[config.mk]
export PLATFORM = sky130hd
export DESIGN_NAME = mips_alu_core
export DESIGN_NICKNAME = d
export VERILOG_FILES = /design/src/hw/core_pkg.sv /design/src/hw/stage_if.sv /design/src/hw/regfile.sv /design/src/hw/instr_decode.sv /design/src/hw/alu_execute.sv /design/src/hw/result_writeback.sv /design/src/hw/mips_alu_core.sv
export SDC_FILE = /design/constraint.sdc
export NUM_CORES = 2
export LEC_CHECK = 0
export CAP_MARGIN = 20
export CORE_AREA = 5 5 409 411
export CTS_CLUSTER_SIZE = 20
export DETAILED_ROUTE_END_ITERATION = 10
export DIE_AREA = 0 0 414 416
export DONT_BUFFER_PORTS = 1
export PLACE_DENSITY_LB_ADDON = 0.05
export SETUP_SLACK_MARGIN = 0.4
export SYNTH_ARGS = -nofsm -noshare
export SYNTH_HDL_FRONTEND = slang
export SYNTH_SLANG_ARGS = --single-unit
[constraint.sdc]
create_clock -name r_clk -period 5.9 [get_ports r_clk]
set_clock_uncertainty 0.15 [all_clocks]
set_input_delay 0.295 -clock r_clk [delete_from_list [all_inputs] [get_ports r_clk]]
set_output_delay 0.295 -clock r_clk [all_outputs]
set_load 0.1 [all_outputs]
[src/hw/core_pkg.sv]
package core_pkg;

    localparam int data_width = 32;
    localparam int reg_addr_width = 5;
    localparam int num_regs = 32;

    // major opcodes
    localparam logic [5:0] op_rtype = 6'h00;
    localparam logic [5:0] op_addiu = 6'h09;
    localparam logic [5:0] op_slti = 6'h0a;
    localparam logic [5:0] op_sltiu = 6'h0b;
    localparam logic [5:0] op_andi = 6'h0c;
    localparam logic [5:0] op_ori = 6'h0d;
    localparam logic [5:0] op_xori = 6'h0e;
    localparam logic [5:0] op_lui = 6'h0f;

    // r-type function field
    localparam logic [5:0] fn_sll = 6'h00;
    localparam logic [5:0] fn_srl = 6'h02;
    localparam logic [5:0] fn_sra = 6'h03;
    localparam logic [5:0] fn_addu = 6'h21;
    localparam logic [5:0] fn_subu = 6'h23;
    localparam logic [5:0] fn_and = 6'h24;
    localparam logic [5:0] fn_or = 6'h25;
    localparam logic [5:0] fn_xor = 6'h26;
    localparam logic [5:0] fn_nor = 6'h27;
    localparam logic [5:0] fn_slt = 6'h2a;
    localparam logic [5:0] fn_sltu = 6'h2b;

    typedef enum logic [3:0] {
        alu_add,
        alu_sub,
        alu_and,
        alu_or,
        alu_xor,
        alu_nor,
        alu_slt,
        alu_sltu,
        alu_sll,
        alu_srl,
        alu_sra,
        alu_lui
    } alu_op_t;

    // decode to execute
    typedef struct packed {
        alu_op_t op;
        logic [data_width-1:0] operand_a;
        logic [data_width-1:0] operand_b;
        logic [4:0] shamt;
        logic [reg_addr_width-1:0] dest;
    } exec_req_t;

    // execute to result stage
    typedef struct packed {
        logic [reg_addr_width-1:0] dest;
        logic [data_width-1:0] value;
    } wb_req_t;

endpackage

[src/hw/stage_if.sv]
`timescale 1ns/100ps

// four-phase req/ack link between two stages
interface stage_if #(
    parameter type payload_t = logic
) ();

    logic req;
    logic ack;
    payload_t payload;

    modport sender (
        output req,
        output payload,
        input ack
    );

    modport receiver (
        input req,
        input payload,
        output ack
    );

endinterface

[src/hw/regfile.sv]
`timescale 1ns/100ps

module regfile (
    input  logic r_clk,
    input  logic reset,
    input  logic write_control,
    input  logic [core_pkg::reg_addr_width-1:0] read_reg1,
    input  logic [core_pkg::reg_addr_width-1:0] read_reg2,
    input  logic [core_pkg::reg_addr_width-1:0] write_reg,
    input  logic [core_pkg::data_width-1:0] write_data,
    output logic [core_pkg::data_width-1:0] read_data1,
    output logic [core_pkg::data_width-1:0] read_data2
);
    import core_pkg::*;

    logic [data_width-1:0] registers [0:num_regs-1];

    always_ff @(posedge r_clk) begin
        if (reset) begin
            for (int i = 0; i < num_regs; i++) begin
                registers[i] <= '0;
            end
        end else if (write_control && (write_reg != '0)) begin
            // writes to r0 are dropped
            registers[write_reg] <= write_data;
        end
    end

    assign read_data1 = (read_reg1 == '0) ? '0 : registers[read_reg1];
    assign read_data2 = (read_reg2 == '0) ? '0 : registers[read_reg2];

endmodule

[src/hw/instr_decode.sv]
`timescale 1ns/100ps

module instr_decode (
    input  logic r_clk,
    input  logic reset,
    input  logic instr_req,
    input  logic [core_pkg::data_width-1:0] instr,
    output logic instr_ack,
    output logic [core_pkg::reg_addr_width-1:0] read_reg1,
    output logic [core_pkg::reg_addr_width-1:0] read_reg2,
    input  logic [core_pkg::data_width-1:0] read_data1,
    input  logic [core_pkg::data_width-1:0] read_data2,
    stage_if.sender exe
);
    import core_pkg::*;

    typedef enum logic [2:0] {
        s_idle,
        s_exe_ack,
        s_exe_ack_low,
        s_ack,
        s_req_low
    } state_t;

    state_t state;
    logic [5:0] opcode;
    logic [5:0] funct;
    logic [15:0] imm;
    logic [data_width-1:0] imm_sext;
    logic [data_width-1:0] imm_zext;
    exec_req_t decoded;
    logic supported;

    assign opcode = instr[31:26];
    assign funct = instr[5:0];
    assign imm = instr[15:0];
    assign read_reg1 = instr[25:21];
    assign read_reg2 = instr[20:16];
    assign imm_sext = {{(data_width-16){imm[15]}}, imm};
    assign imm_zext = {{(data_width-16){1'b0}}, imm};

    always_comb begin
        supported = 1'b1;
        decoded.op = alu_add;
        decoded.operand_a = read_data1;
        decoded.operand_b = read_data2;
        decoded.shamt = instr[10:6];
        decoded.dest = instr[15:11];
        if (opcode == op_rtype) begin
            case (funct)
                fn_sll: decoded.op = alu_sll;
                fn_srl: decoded.op = alu_srl;
                fn_sra: decoded.op = alu_sra;
                fn_addu: decoded.op = alu_add;
                fn_subu: decoded.op = alu_sub;
                fn_and: decoded.op = alu_and;
                fn_or: decoded.op = alu_or;
                fn_xor: decoded.op = alu_xor;
                fn_nor: decoded.op = alu_nor;
                fn_slt: decoded.op = alu_slt;
                fn_sltu: decoded.op = alu_sltu;
                default: supported = 1'b0;
            endcase
        end else begin
            // i-type targets rt, logic ops zero-extend
            decoded.dest = instr[20:16];
            decoded.operand_b = imm_zext;
            case (opcode)
                op_addiu: begin
                    decoded.op = alu_add;
                    decoded.operand_b = imm_sext;
                end
                op_slti: begin
                    decoded.op = alu_slt;
                    decoded.operand_b = imm_sext;
                end
                op_sltiu: begin
                    decoded.op = alu_sltu;
                    decoded.operand_b = imm_sext;
                end
                op_andi: decoded.op = alu_and;
                op_ori: decoded.op = alu_or;
                op_xori: decoded.op = alu_xor;
                op_lui: decoded.op = alu_lui;
                default: supported = 1'b0;
            endcase
        end
    end

    always_ff @(posedge r_clk) begin
        if (reset) begin
            state <= s_idle;
            instr_ack <= 1'b0;
            exe.req <= 1'b0;
            exe.payload <= '0;
        end else begin
            case (state)
                s_idle: begin
                    if (instr_req) begin
                        if (supported) begin
                            exe.payload <= decoded;
                            exe.req <= 1'b1;
                            state <= s_exe_ack;
                        end else begin
                            // nothing to execute, just acknowledge
                            state <= s_ack;
                        end
                    end
                end
                s_exe_ack: begin
                    if (exe.ack) begin
                        exe.req <= 1'b0;
                        state <= s_exe_ack_low;
                    end
                end
                s_exe_ack_low: begin
                    if (!exe.ack) begin
                        state <= s_ack;
                    end
                end
                s_ack: begin
                    instr_ack <= 1'b1;
                    state <= s_req_low;
                end
                s_req_low: begin
                    if (!instr_req) begin
                        instr_ack <= 1'b0;
                        state <= s_idle;
                    end
                end
                default: state <= s_idle;
            endcase
        end
    end

endmodule

[src/hw/alu_execute.sv]
`timescale 1ns/100ps

module alu_execute (
    input  logic r_clk,
    input  logic reset,
    stage_if.receiver dec,
    stage_if.sender wb
);
    import core_pkg::*;

    typedef enum logic [1:0] {
        s_idle,
        s_wb_ack,
        s_wb_ack_low,
        s_req_low
    } state_t;

    state_t state;
    exec_req_t cur;
    logic [data_width-1:0] result;

    assign cur = dec.payload;

    always_comb begin
        case (cur.op)
            alu_add: result = cur.operand_a + cur.operand_b;
            alu_sub: result = cur.operand_a - cur.operand_b;
            alu_and: result = cur.operand_a & cur.operand_b;
            alu_or: result = cur.operand_a | cur.operand_b;
            alu_xor: result = cur.operand_a ^ cur.operand_b;
            alu_nor: result = ~(cur.operand_a | cur.operand_b);
            alu_slt: begin
                result = {{(data_width-1){1'b0}},
                          $signed(cur.operand_a) < $signed(cur.operand_b)};
            end
            alu_sltu: begin
                result = {{(data_width-1){1'b0}}, cur.operand_a < cur.operand_b};
            end
            // shifts act on rt
            alu_sll: result = cur.operand_b << cur.shamt;
            alu_srl: result = cur.operand_b >> cur.shamt;
            alu_sra: result = $signed(cur.operand_b) >>> cur.shamt;
            alu_lui: result = {cur.operand_b[15:0], {(data_width-16){1'b0}}};
            default: result = '0;
        endcase
    end

    always_ff @(posedge r_clk) begin
        if (reset) begin
            state <= s_idle;
            dec.ack <= 1'b0;
            wb.req <= 1'b0;
            wb.payload <= '0;
        end else begin
            case (state)
                s_idle: begin
                    if (dec.req) begin
                        wb.payload.dest <= cur.dest;
                        wb.payload.value <= result;
                        wb.req <= 1'b1;
                        state <= s_wb_ack;
                    end
                end
                s_wb_ack: begin
                    if (wb.ack) begin
                        wb.req <= 1'b0;
                        state <= s_wb_ack_low;
                    end
                end
                s_wb_ack_low: begin
                    // result stage done, release decode
                    if (!wb.ack) begin
                        dec.ack <= 1'b1;
                        state <= s_req_low;
                    end
                end
                s_req_low: begin
                    if (!dec.req) begin
                        dec.ack <= 1'b0;
                        state <= s_idle;
                    end
                end
                default: state <= s_idle;
            endcase
        end
    end

endmodule

[src/hw/result_writeback.sv]
`timescale 1ns/100ps

module result_writeback (
    input  logic r_clk,
    input  logic reset,
    stage_if.receiver exe,
    output logic res_req,
    output logic [core_pkg::reg_addr_width-1:0] res_dest,
    output logic [core_pkg::data_width-1:0] res_data,
    input  logic res_ack,
    output logic write_control,
    output logic [core_pkg::reg_addr_width-1:0] write_reg,
    output logic [core_pkg::data_width-1:0] write_data
);
    import core_pkg::*;

    typedef enum logic [1:0] {
        s_idle,
        s_res_ack,
        s_res_ack_low,
        s_req_low
    } state_t;

    state_t state;

    // write lands on the edge where res_ack is first seen
    assign write_control = (state == s_res_ack) && res_ack;
    assign write_reg = res_dest;
    assign write_data = res_data;

    always_ff @(posedge r_clk) begin
        if (reset) begin
            state <= s_idle;
            exe.ack <= 1'b0;
            res_req <= 1'b0;
            res_dest <= '0;
            res_data <= '0;
        end else begin
            case (state)
                s_idle: begin
                    if (exe.req) begin
                        res_dest <= exe.payload.dest;
                        res_data <= exe.payload.value;
                        res_req <= 1'b1;
                        state <= s_res_ack;
                    end
                end
                s_res_ack: begin
                    if (res_ack) begin
                        res_req <= 1'b0;
                        state <= s_res_ack_low;
                    end
                end
                s_res_ack_low: begin
                    if (!res_ack) begin
                        exe.ack <= 1'b1;
                        state <= s_req_low;
                    end
                end
                s_req_low: begin
                    if (!exe.req) begin
                        exe.ack <= 1'b0;
                        state <= s_idle;
                    end
                end
                default: state <= s_idle;
            endcase
        end
    end

endmodule

[src/hw/mips_alu_core.sv]
`timescale 1ns/100ps

module mips_alu_core (
    input  logic r_clk,
    input  logic reset,
    input  logic instr_req,
    input  logic [core_pkg::data_width-1:0] instr,
    output logic instr_ack,
    output logic res_req,
    output logic [core_pkg::reg_addr_width-1:0] res_dest,
    output logic [core_pkg::data_width-1:0] res_data,
    input  logic res_ack
);
    import core_pkg::*;

    logic [reg_addr_width-1:0] read_reg1;
    logic [reg_addr_width-1:0] read_reg2;
    logic [data_width-1:0] read_data1;
    logic [data_width-1:0] read_data2;
    logic write_control;
    logic [reg_addr_width-1:0] write_reg;
    logic [data_width-1:0] write_data;

    stage_if #(.payload_t(exec_req_t)) dec_exe ();
    stage_if #(.payload_t(wb_req_t)) exe_wb ();

    regfile regfile_i (
        .r_clk(r_clk),
        .reset(reset),
        .write_control(write_control),
        .read_reg1(read_reg1),
        .read_reg2(read_reg2),
        .write_reg(write_reg),
        .write_data(write_data),
        .read_data1(read_data1),
        .read_data2(read_data2)
    );

    instr_decode decode_i (
        .r_clk(r_clk),
        .reset(reset),
        .instr_req(instr_req),
        .instr(instr),
        .instr_ack(instr_ack),
        .read_reg1(read_reg1),
        .read_reg2(read_reg2),
        .read_data1(read_data1),
        .read_data2(read_data2),
        .exe(dec_exe.sender)
    );

    alu_execute execute_i (
        .r_clk(r_clk),
        .reset(reset),
        .dec(dec_exe.receiver),
        .wb(exe_wb.sender)
    );

    result_writeback writeback_i (
        .r_clk(r_clk),
        .reset(reset),
        .exe(exe_wb.receiver),
        .res_req(res_req),
        .res_dest(res_dest),
        .res_data(res_data),
        .res_ack(res_ack),
        .write_control(write_control),
        .write_reg(write_reg),
        .write_data(write_data)
    );

endmodule

## Word-level counts from Yosys, hierarchy flattened

Memory sizes are Yosys's and may differ from the RTL's.
Cells that the tools add are included.

| storage, ports and cells | value |
|---|---|
| register bits after elaboration | 165 |
| memories kept | 1 |
| latch bits | 0 |
| word-level logic and storage cells | 168 |
| bits in read-only memories | 0 |
| RAM bits | 1024 |

Memory list:

| name | depth | bits a word | rd ports | clocked after Yosys merged registers in | wr ports | RTL line | source |
|---|---|---|---|---|---|---|---|
| regfile_i.registers | 32 | 32 | 2 | 0 | 32 | regfile.sv:16 | `logic [data_width-1:0] registers [0:num_regs-1];` |

| operators by class | value |
|---|---|
| shifts and indexed selects | 3 |
| equal/unequal tests | 51 |
| add/sub/neg operators | 2 |
| reductions and logical operators | 33 |
| $mul | 0 |
| div/mod/pow operators | 0 |
| bitwise operators | 4 |
| $lt $le $gt $ge | 2 |
| muxes and demuxes | 54 |

Operators with widths:

| kind | number |
|---|---|
| $pmux 32 s12 | 1 |
| $mux 32 | 5 |
| $lt 32x32->1 | 2 |
| $eq 6x6->1 const B | 8 |
| $eq 6x4->1 const B | 7 |
| $pmux 4 s10 | 1 |
| $add 32x32->32 | 1 |
| $and 32x32->32 | 1 |
| $not 32->32 | 1 |
| $or 32x32->32 | 1 |
| $reduce_or 32->1 | 1 |
| $shl 32x5->32 | 1 |
| $shr 32x5->32 | 1 |
| $sshr 32x5->32 | 1 |
| $sub 32x32->32 | 1 |
| $xor 32x32->32 | 1 |
| $pmux 4 s6 | 1 |
| $mux 1 | 21 |
| $ne 2x2->1 const B | 10 |
| $mux 2 | 9 |
| $eq 4x3->1 const B | 4 |
| $eq 4x4->1 const B | 4 |
| $pmux 2 s4 | 2 |
| $reduce_and 4->1 | 4 |
| 27 further kinds | 60 |

## Logic depth before layout (Yosys ltp)

| depth | value |
|---|---|
| depth in word-level cells | 8 |
| gate-level depth with buffers | 14 |
| mapped depth without buffers | 12 |

## Hierarchy

A second synthesis with hierarchy kept.

| second synthesis, totals | value |
|---|---|
| cell total of the unflattened synthesis | 5925 |
| area, all modules | 71252.1 µm² |

By module, submodules not included:

| module | area each (µm²) | cells each | instances |
|---|---|---|---|
| regfile | 54633.6 | 3765 | 1 |
| alu_execute | 10924.2 | 1514 | 1 |
| instr_decode | 3803.6 | 415 | 1 |
| result_writeback | 1890.6 | 231 | 1 |

## Worst setup path before layout

No wires, ideal clock.

| timing path | value |
|---|---|
| path kind | register to register |
| start | register, netlist name decode_i.exe.payload[11] |
| end | register, netlist name execute_i.wb.payload[31] |
| buffers on the path | 1 |
| cell stages (with the launch flop) | 13 |
| setup time | 0.091 ns |
| data arrival time | 3.014 ns |
| slack | 2.645 ns |
| data required time | 5.659 ns |
| cell sequence | dfxtp_1 > clkbuf_1 > inv_1 > ha_1 > a21oi_1 > o31ai_2 > a2111oi_4 > o21ai_1 > a21oi_2 > a41o_1 > o41ai_1 > or3b_1 > a311oi_1 |

| on the way | value |
|---|---|
| word-level cells in the longest chain between the ends | 2 |
| elaborated cells between the ends (all ways) | 6 |
| those cells by class | add/sub (2); shift (3); mux (1) |

Ends and longest elaborated chain:

| element | RTL line | source |
|---|---|---|
| $sub 32x32->32, or another cell as far along | alu_execute.sv:27 | `alu_sub: result = cur.operand_a - cur.operand_b;` |
| $pmux 32 s12 (*) | alu_execute.sv:25 | `case (cur.op)` |

Every way passes the cells marked *; elsewhere a longest branch is shown, timed or not.
A chain may end at the register's enable or synchronous reset.

## Worst setup path after layout

| timing path | value |
|---|---|
| start | register, netlist name decode_i.exe.payload[21] |
| end | register, netlist name execute_i.wb.payload[31] |

| on the way | value |
|---|---|
| word-level cells in the longest chain between the ends | 2 |
| elaborated cells between the ends (all ways) | 6 |
| those cells by class | add/sub (2); shift (3); mux (1) |

Ends and longest elaborated chain:

| element | RTL line |
|---|---|
| $sub 32x32->32, or another cell as far along | alu_execute.sv:27 |
| $pmux 32 s12 (*) | alu_execute.sv:25 |

Marked as above.

==> impl_metrics.yaml <==
logic_synthesis:
  syn_inst: 5229
  synth_top_cells_by_area: "sky130_fd_sc_hd__edfxtp_1 44%, sky130_fd_sc_hd__mux4_2 22%, sky130_fd_sc_hd__and2_1 9.0%"
  syn_area_cell_um2: 13.3
  synth.cell_area_um2: 69700
  yosys_most_used_dff: "sky130_fd_sc_hd__edfxtp_1"
  netlist-cell-type-count: 104
  synthMostInstantiatedCell: "sky130_fd_sc_hd__edfxtp_1"
  number_of_flops_mapped_to_enable_cells_by_yosys: 1024
  synth_async_sr_flop_share: 0
  synth.largest_area_cell: "sky130_fd_sc_hd__edfxtp_1"
  netlist_top_cells_count: "1024 x sky130_fd_sc_hd__edfxtp_1, 1000 x sky130_fd_sc_hd__and2_1, 694 x sky130_fd_sc_hd__mux4_2, 411 x sky130_fd_sc_hd__clkbuf_1, 274 x sky130_fd_sc_hd__nand2_1"
  yosys_register_bits: 1189
  synth_sequential_area_ratio: 0.489
  synth_top_cell_area_share: 0.441
  synth_warnings: 0
place:
  routabilityCongestion: 0.952
  dp.final_hpwl_um: 159000
  io_buffer_count: 0
  place_inst: 7047
  detailedPlace.worstSlack_ps: 1580
clock_network:
  cts_post_setup_buffers_inserted: 0
  clkLatencyLatePin_ps: 810
  clock_tree_from_tritoncts: "yes"
  clock_tree.htree_level_count: 4
  tritoncts_buffers: 142
  clkSinkCount: 1189
  root_buffer: "sky130_fd_sc_hd__clkbuf_16"
  clock_path_buffers: 3
  clk_transition_reported_paths_ps: 60
  ctsResizeCount: 0
worst_setup_path:
  sort_of_element_at_the_end_of_the_critical_path: "flip-flop"
  critical_path.slowest_cell: "sky130_fd_sc_hd__dfxtp_1"
  arrival_ps: 4970
  path_cells: "inv_1 > ha_1 > nand2_1 > or3_1 > o21ai_1 > a21oi_2 > a41o_1 > o41ai_1 > nand3_1 > a311oi_1"
  critPathMaxStageDelay_ps: 720
  crit_path_start_kind: "flip-flop"
  crit_fanout: 15
  timing.critical_path.required_ps: 6430
  crit_type: "reg2reg"
floorplanning:
  dieHeight_um: 416
  die_x_um: 414
  io_pins: 75
  die_area_um2: 172000
  floorplan.initialDensity: 0.426
  core_area_um2: 164000
  placementRows: 149
timing:
  final_hold_viol_count: 0
  postLayoutSetupSlackWorst_ps: 1460
  period_share: 0.752
  report.final.setup_viol: 0
  grt_setup_unrepaired: "no"
  max_freq_mhz: 225
  fin_setup_tns_ps: 0
  period_minus_slack_ps: 4440
  worst_pin_slew_ps: 1300
  timing_max_transition_violations_final: 0
  worst_slew_margin_relative_to_its_limit: 0.136
global_route:
  grt_antenna_before_repair: 28
  first_global_vias: 46200
  grt_max_degree: 259
  grt_first_pass_wirelength_um: 375000
  grt_overflow: 0
  grt_usage: 0.308
power:
  power_per_cell_area_nw_per_um2: 267
  power.ir.vdd_worst_v: 0.000338
  total_leakage_power_nw: 26.6
detailed_routing:
  routed_wirelength_um: 270000
  drt-pass1-iter-count: 8
  post-route-drc-count: 0
  num_vias: 47300
  drt_first_iter_violations: 6374
  avgViaCountPerCell: 6.40
  drt.antenna.violating_nets: 0
  detail_route.wl_per_cell_um: 36.6
layout:
  net_count_reported_at_finish: 5218
  syn_to_final_growth_pct: 10.9
  filler_cell_count_in_the_final_layout: 14600
  layout_cell_share_with_drive_strength_beyond_1: 0.237
  fin_cells: 7388
job:
  maxCapViolations: 0
worst_hold_path:
  min-delay-path-class: "in2reg"
run_status:
  outcome: "finished, final reports clean"
-- registers in the layout, summed over array words and instances, names as in the netlist --
register              flops
regfile_i.registers    1024
decode_i.exe.payload     78
execute_i.wb.payload     37
writeback_i.res_data     32
writeback_i.res_dest      5
decode_i.state            3
execute_i.state           2
writeback_i.state         2
decode_i.exe.req          1
decode_i.instr_ack        1
execute_i.dec.ack         1
execute_i.wb.req          1
writeback_i.exe.ack       1
writeback_i.res_req       1
-- cells by family (layout without fill, tap and decap cells) --
kind of cell,count (synthesis),after routing,share of synthesized area
buffers and inverters,645,568,0.0367
AO/OA/AOI/OAI,709,709,0.0698
XOR/XNOR,7,7,0.000880
AND/OR/NAND/NOR,1722,1722,0.137
adder cells (fa/ha/maj),111,111,0.0201
multiplexers,845,845,0.247
other,1,48,0.0000538
flip-flops,1189,1189,0.489
-- cell usage in the layout, fill, tap and decap left out, types with 14 or more instances in the layout --
| cell type | count |
|---|---|
| sky130_fd_sc_hd__edfxtp_1 | 1024 |
| sky130_fd_sc_hd__and2_1 | 999 |
| sky130_fd_sc_hd__mux4_2 | 694 |
| sky130_fd_sc_hd__nand2_1 | 271 |
| sky130_fd_sc_hd__nor2_1 | 204 |
| sky130_fd_sc_hd__a21oi_1 | 192 |
| sky130_fd_sc_hd__clkbuf_16 | 146 |
| sky130_fd_sc_hd__dfxtp_1 | 128 |
| sky130_fd_sc_hd__buf_4 | 118 |
| sky130_fd_sc_hd__ha_1 | 109 |
| sky130_fd_sc_hd__inv_1 | 104 |
| sky130_fd_sc_hd__mux2i_1 | 95 |
| sky130_fd_sc_hd__o21ai_0 | 90 |
| sky130_fd_sc_hd__a211oi_1 | 66 |
| sky130_fd_sc_hd__dlygate4sd3_1 | 55 |
| sky130_fd_sc_hd__a22oi_1 | 53 |
| sky130_fd_sc_hd__mux2_2 | 52 |
| sky130_fd_sc_hd__nor3_1 | 38 |
| sky130_fd_sc_hd__a221oi_1 | 38 |
| sky130_fd_sc_hd__or2_2 | 35 |
| sky130_fd_sc_hd__dfxtp_2 | 35 |
| sky130_fd_sc_hd__clkbuf_1 | 32 |
| sky130_fd_sc_hd__conb_1 | 32 |
| sky130_fd_sc_hd__clkinv_1 | 31 |
| sky130_fd_sc_hd__nor2_4 | 28 |
| sky130_fd_sc_hd__nand3_1 | 28 |
| sky130_fd_sc_hd__o22ai_1 | 27 |
| sky130_fd_sc_hd__o21ai_1 | 26 |
| sky130_fd_sc_hd__a311oi_1 | 23 |
| sky130_fd_sc_hd__o211ai_1 | 21 |
| sky130_fd_sc_hd__clkinv_2 | 21 |
| sky130_fd_sc_hd__a21o_1 | 19 |
| sky130_fd_sc_hd__diode_2 | 16 |
| sky130_fd_sc_hd__buf_12 | 16 |
| sky130_fd_sc_hd__nand2b_1 | 14 |
| sky130_fd_sc_hd__or2_1 | 14 |
-- metrics by stage --
stage | power, W | instance area [um2] | utilization | hold WS (ps)
final | 0.0207 | 77300 | 0.472 | 35.1
after CTS | 0.0207 | 77000 | 0.470 | 0.204
after detailed placement | 0.0120 | 71800 | 0.439 | 241
after global routing | 0.0212 | 77200 | 0.472 | 3.86
after global placement | 0.0120 | 71700 | 0.438 | 243
after floorplan | 0.0114 | 69800 | - | 281
-- worst max-delay path: cells and delay by family (launching register included) --
family / cells / cell delay (ps)
AO/OA/AOI/OAI: 5 / 1880
AND/OR/NAND/NOR: 3 / 740
flip-flops: 1 / 720
adder cells (fa/ha/maj): 1 / 630
buffers and inverters: 1 / 180
-- per-layer routing --
metal,track usage,vias up,wire [um],part of all wire
li1,-,19700,-,-
met1,0.423,24800,111000,0.41
met2,0.491,2329,127000,0.47
met3,0.0617,445,22300,0.082
met4,0.112,4,10800,0.040
met5,0,-,26,0.000096
-- path summary, 6_finish.rpt --
path | startpoint | to | slack (ps) | cells past startpoint
setup / recovery | decode_i.exe.payload[21] | execute_i.wb.payload[31] | 1460 | 10
hold / removal | instr[24] | decode_i.exe.payload[73] | 40 | 4
setup reg to reg | decode_i.exe.payload[21] | execute_i.wb.payload[31] | 1460 | 10
hold reg to reg | execute_i.wb.payload[27] | writeback_i.res_data[27] | 290 | 2
-- cell type report --
class | count | area [um2] | share of cell area
repair buffers | 197 | 1980 | 0.0256
well taps | 2189 | 2740 | 0.0355
flip-flops and latches | 1189 | 34100 | 0.441
diodes | 16 | 40.0 | 0.000518
clock inverters | 73 | 641 | 0.00829
inverters | 115 | 432 | 0.00559
clock buffers | 183 | 3840 | 0.0497
multi-input cells | 3426 | 33500 | 0.433
-- where the power goes --
part | leakage [nW] | switching [W] | total (W) | internal [W]
Combinational | 12.5 | 0.00129 | 0.00232 | 0.00102
Sequential | 11.9 | 0.000241 | 0.00964 | 0.00940
Clock | 2.19 | 0.00373 | 0.00869 | 0.00496
-- timing repair --
action                                  4_1_cts  5_1_grt
hold endpoints to repair                    217        0
hold buffers                                 60        0
endpoints found under the setup margin        0        0
Power figures use the tool's default switching activity.
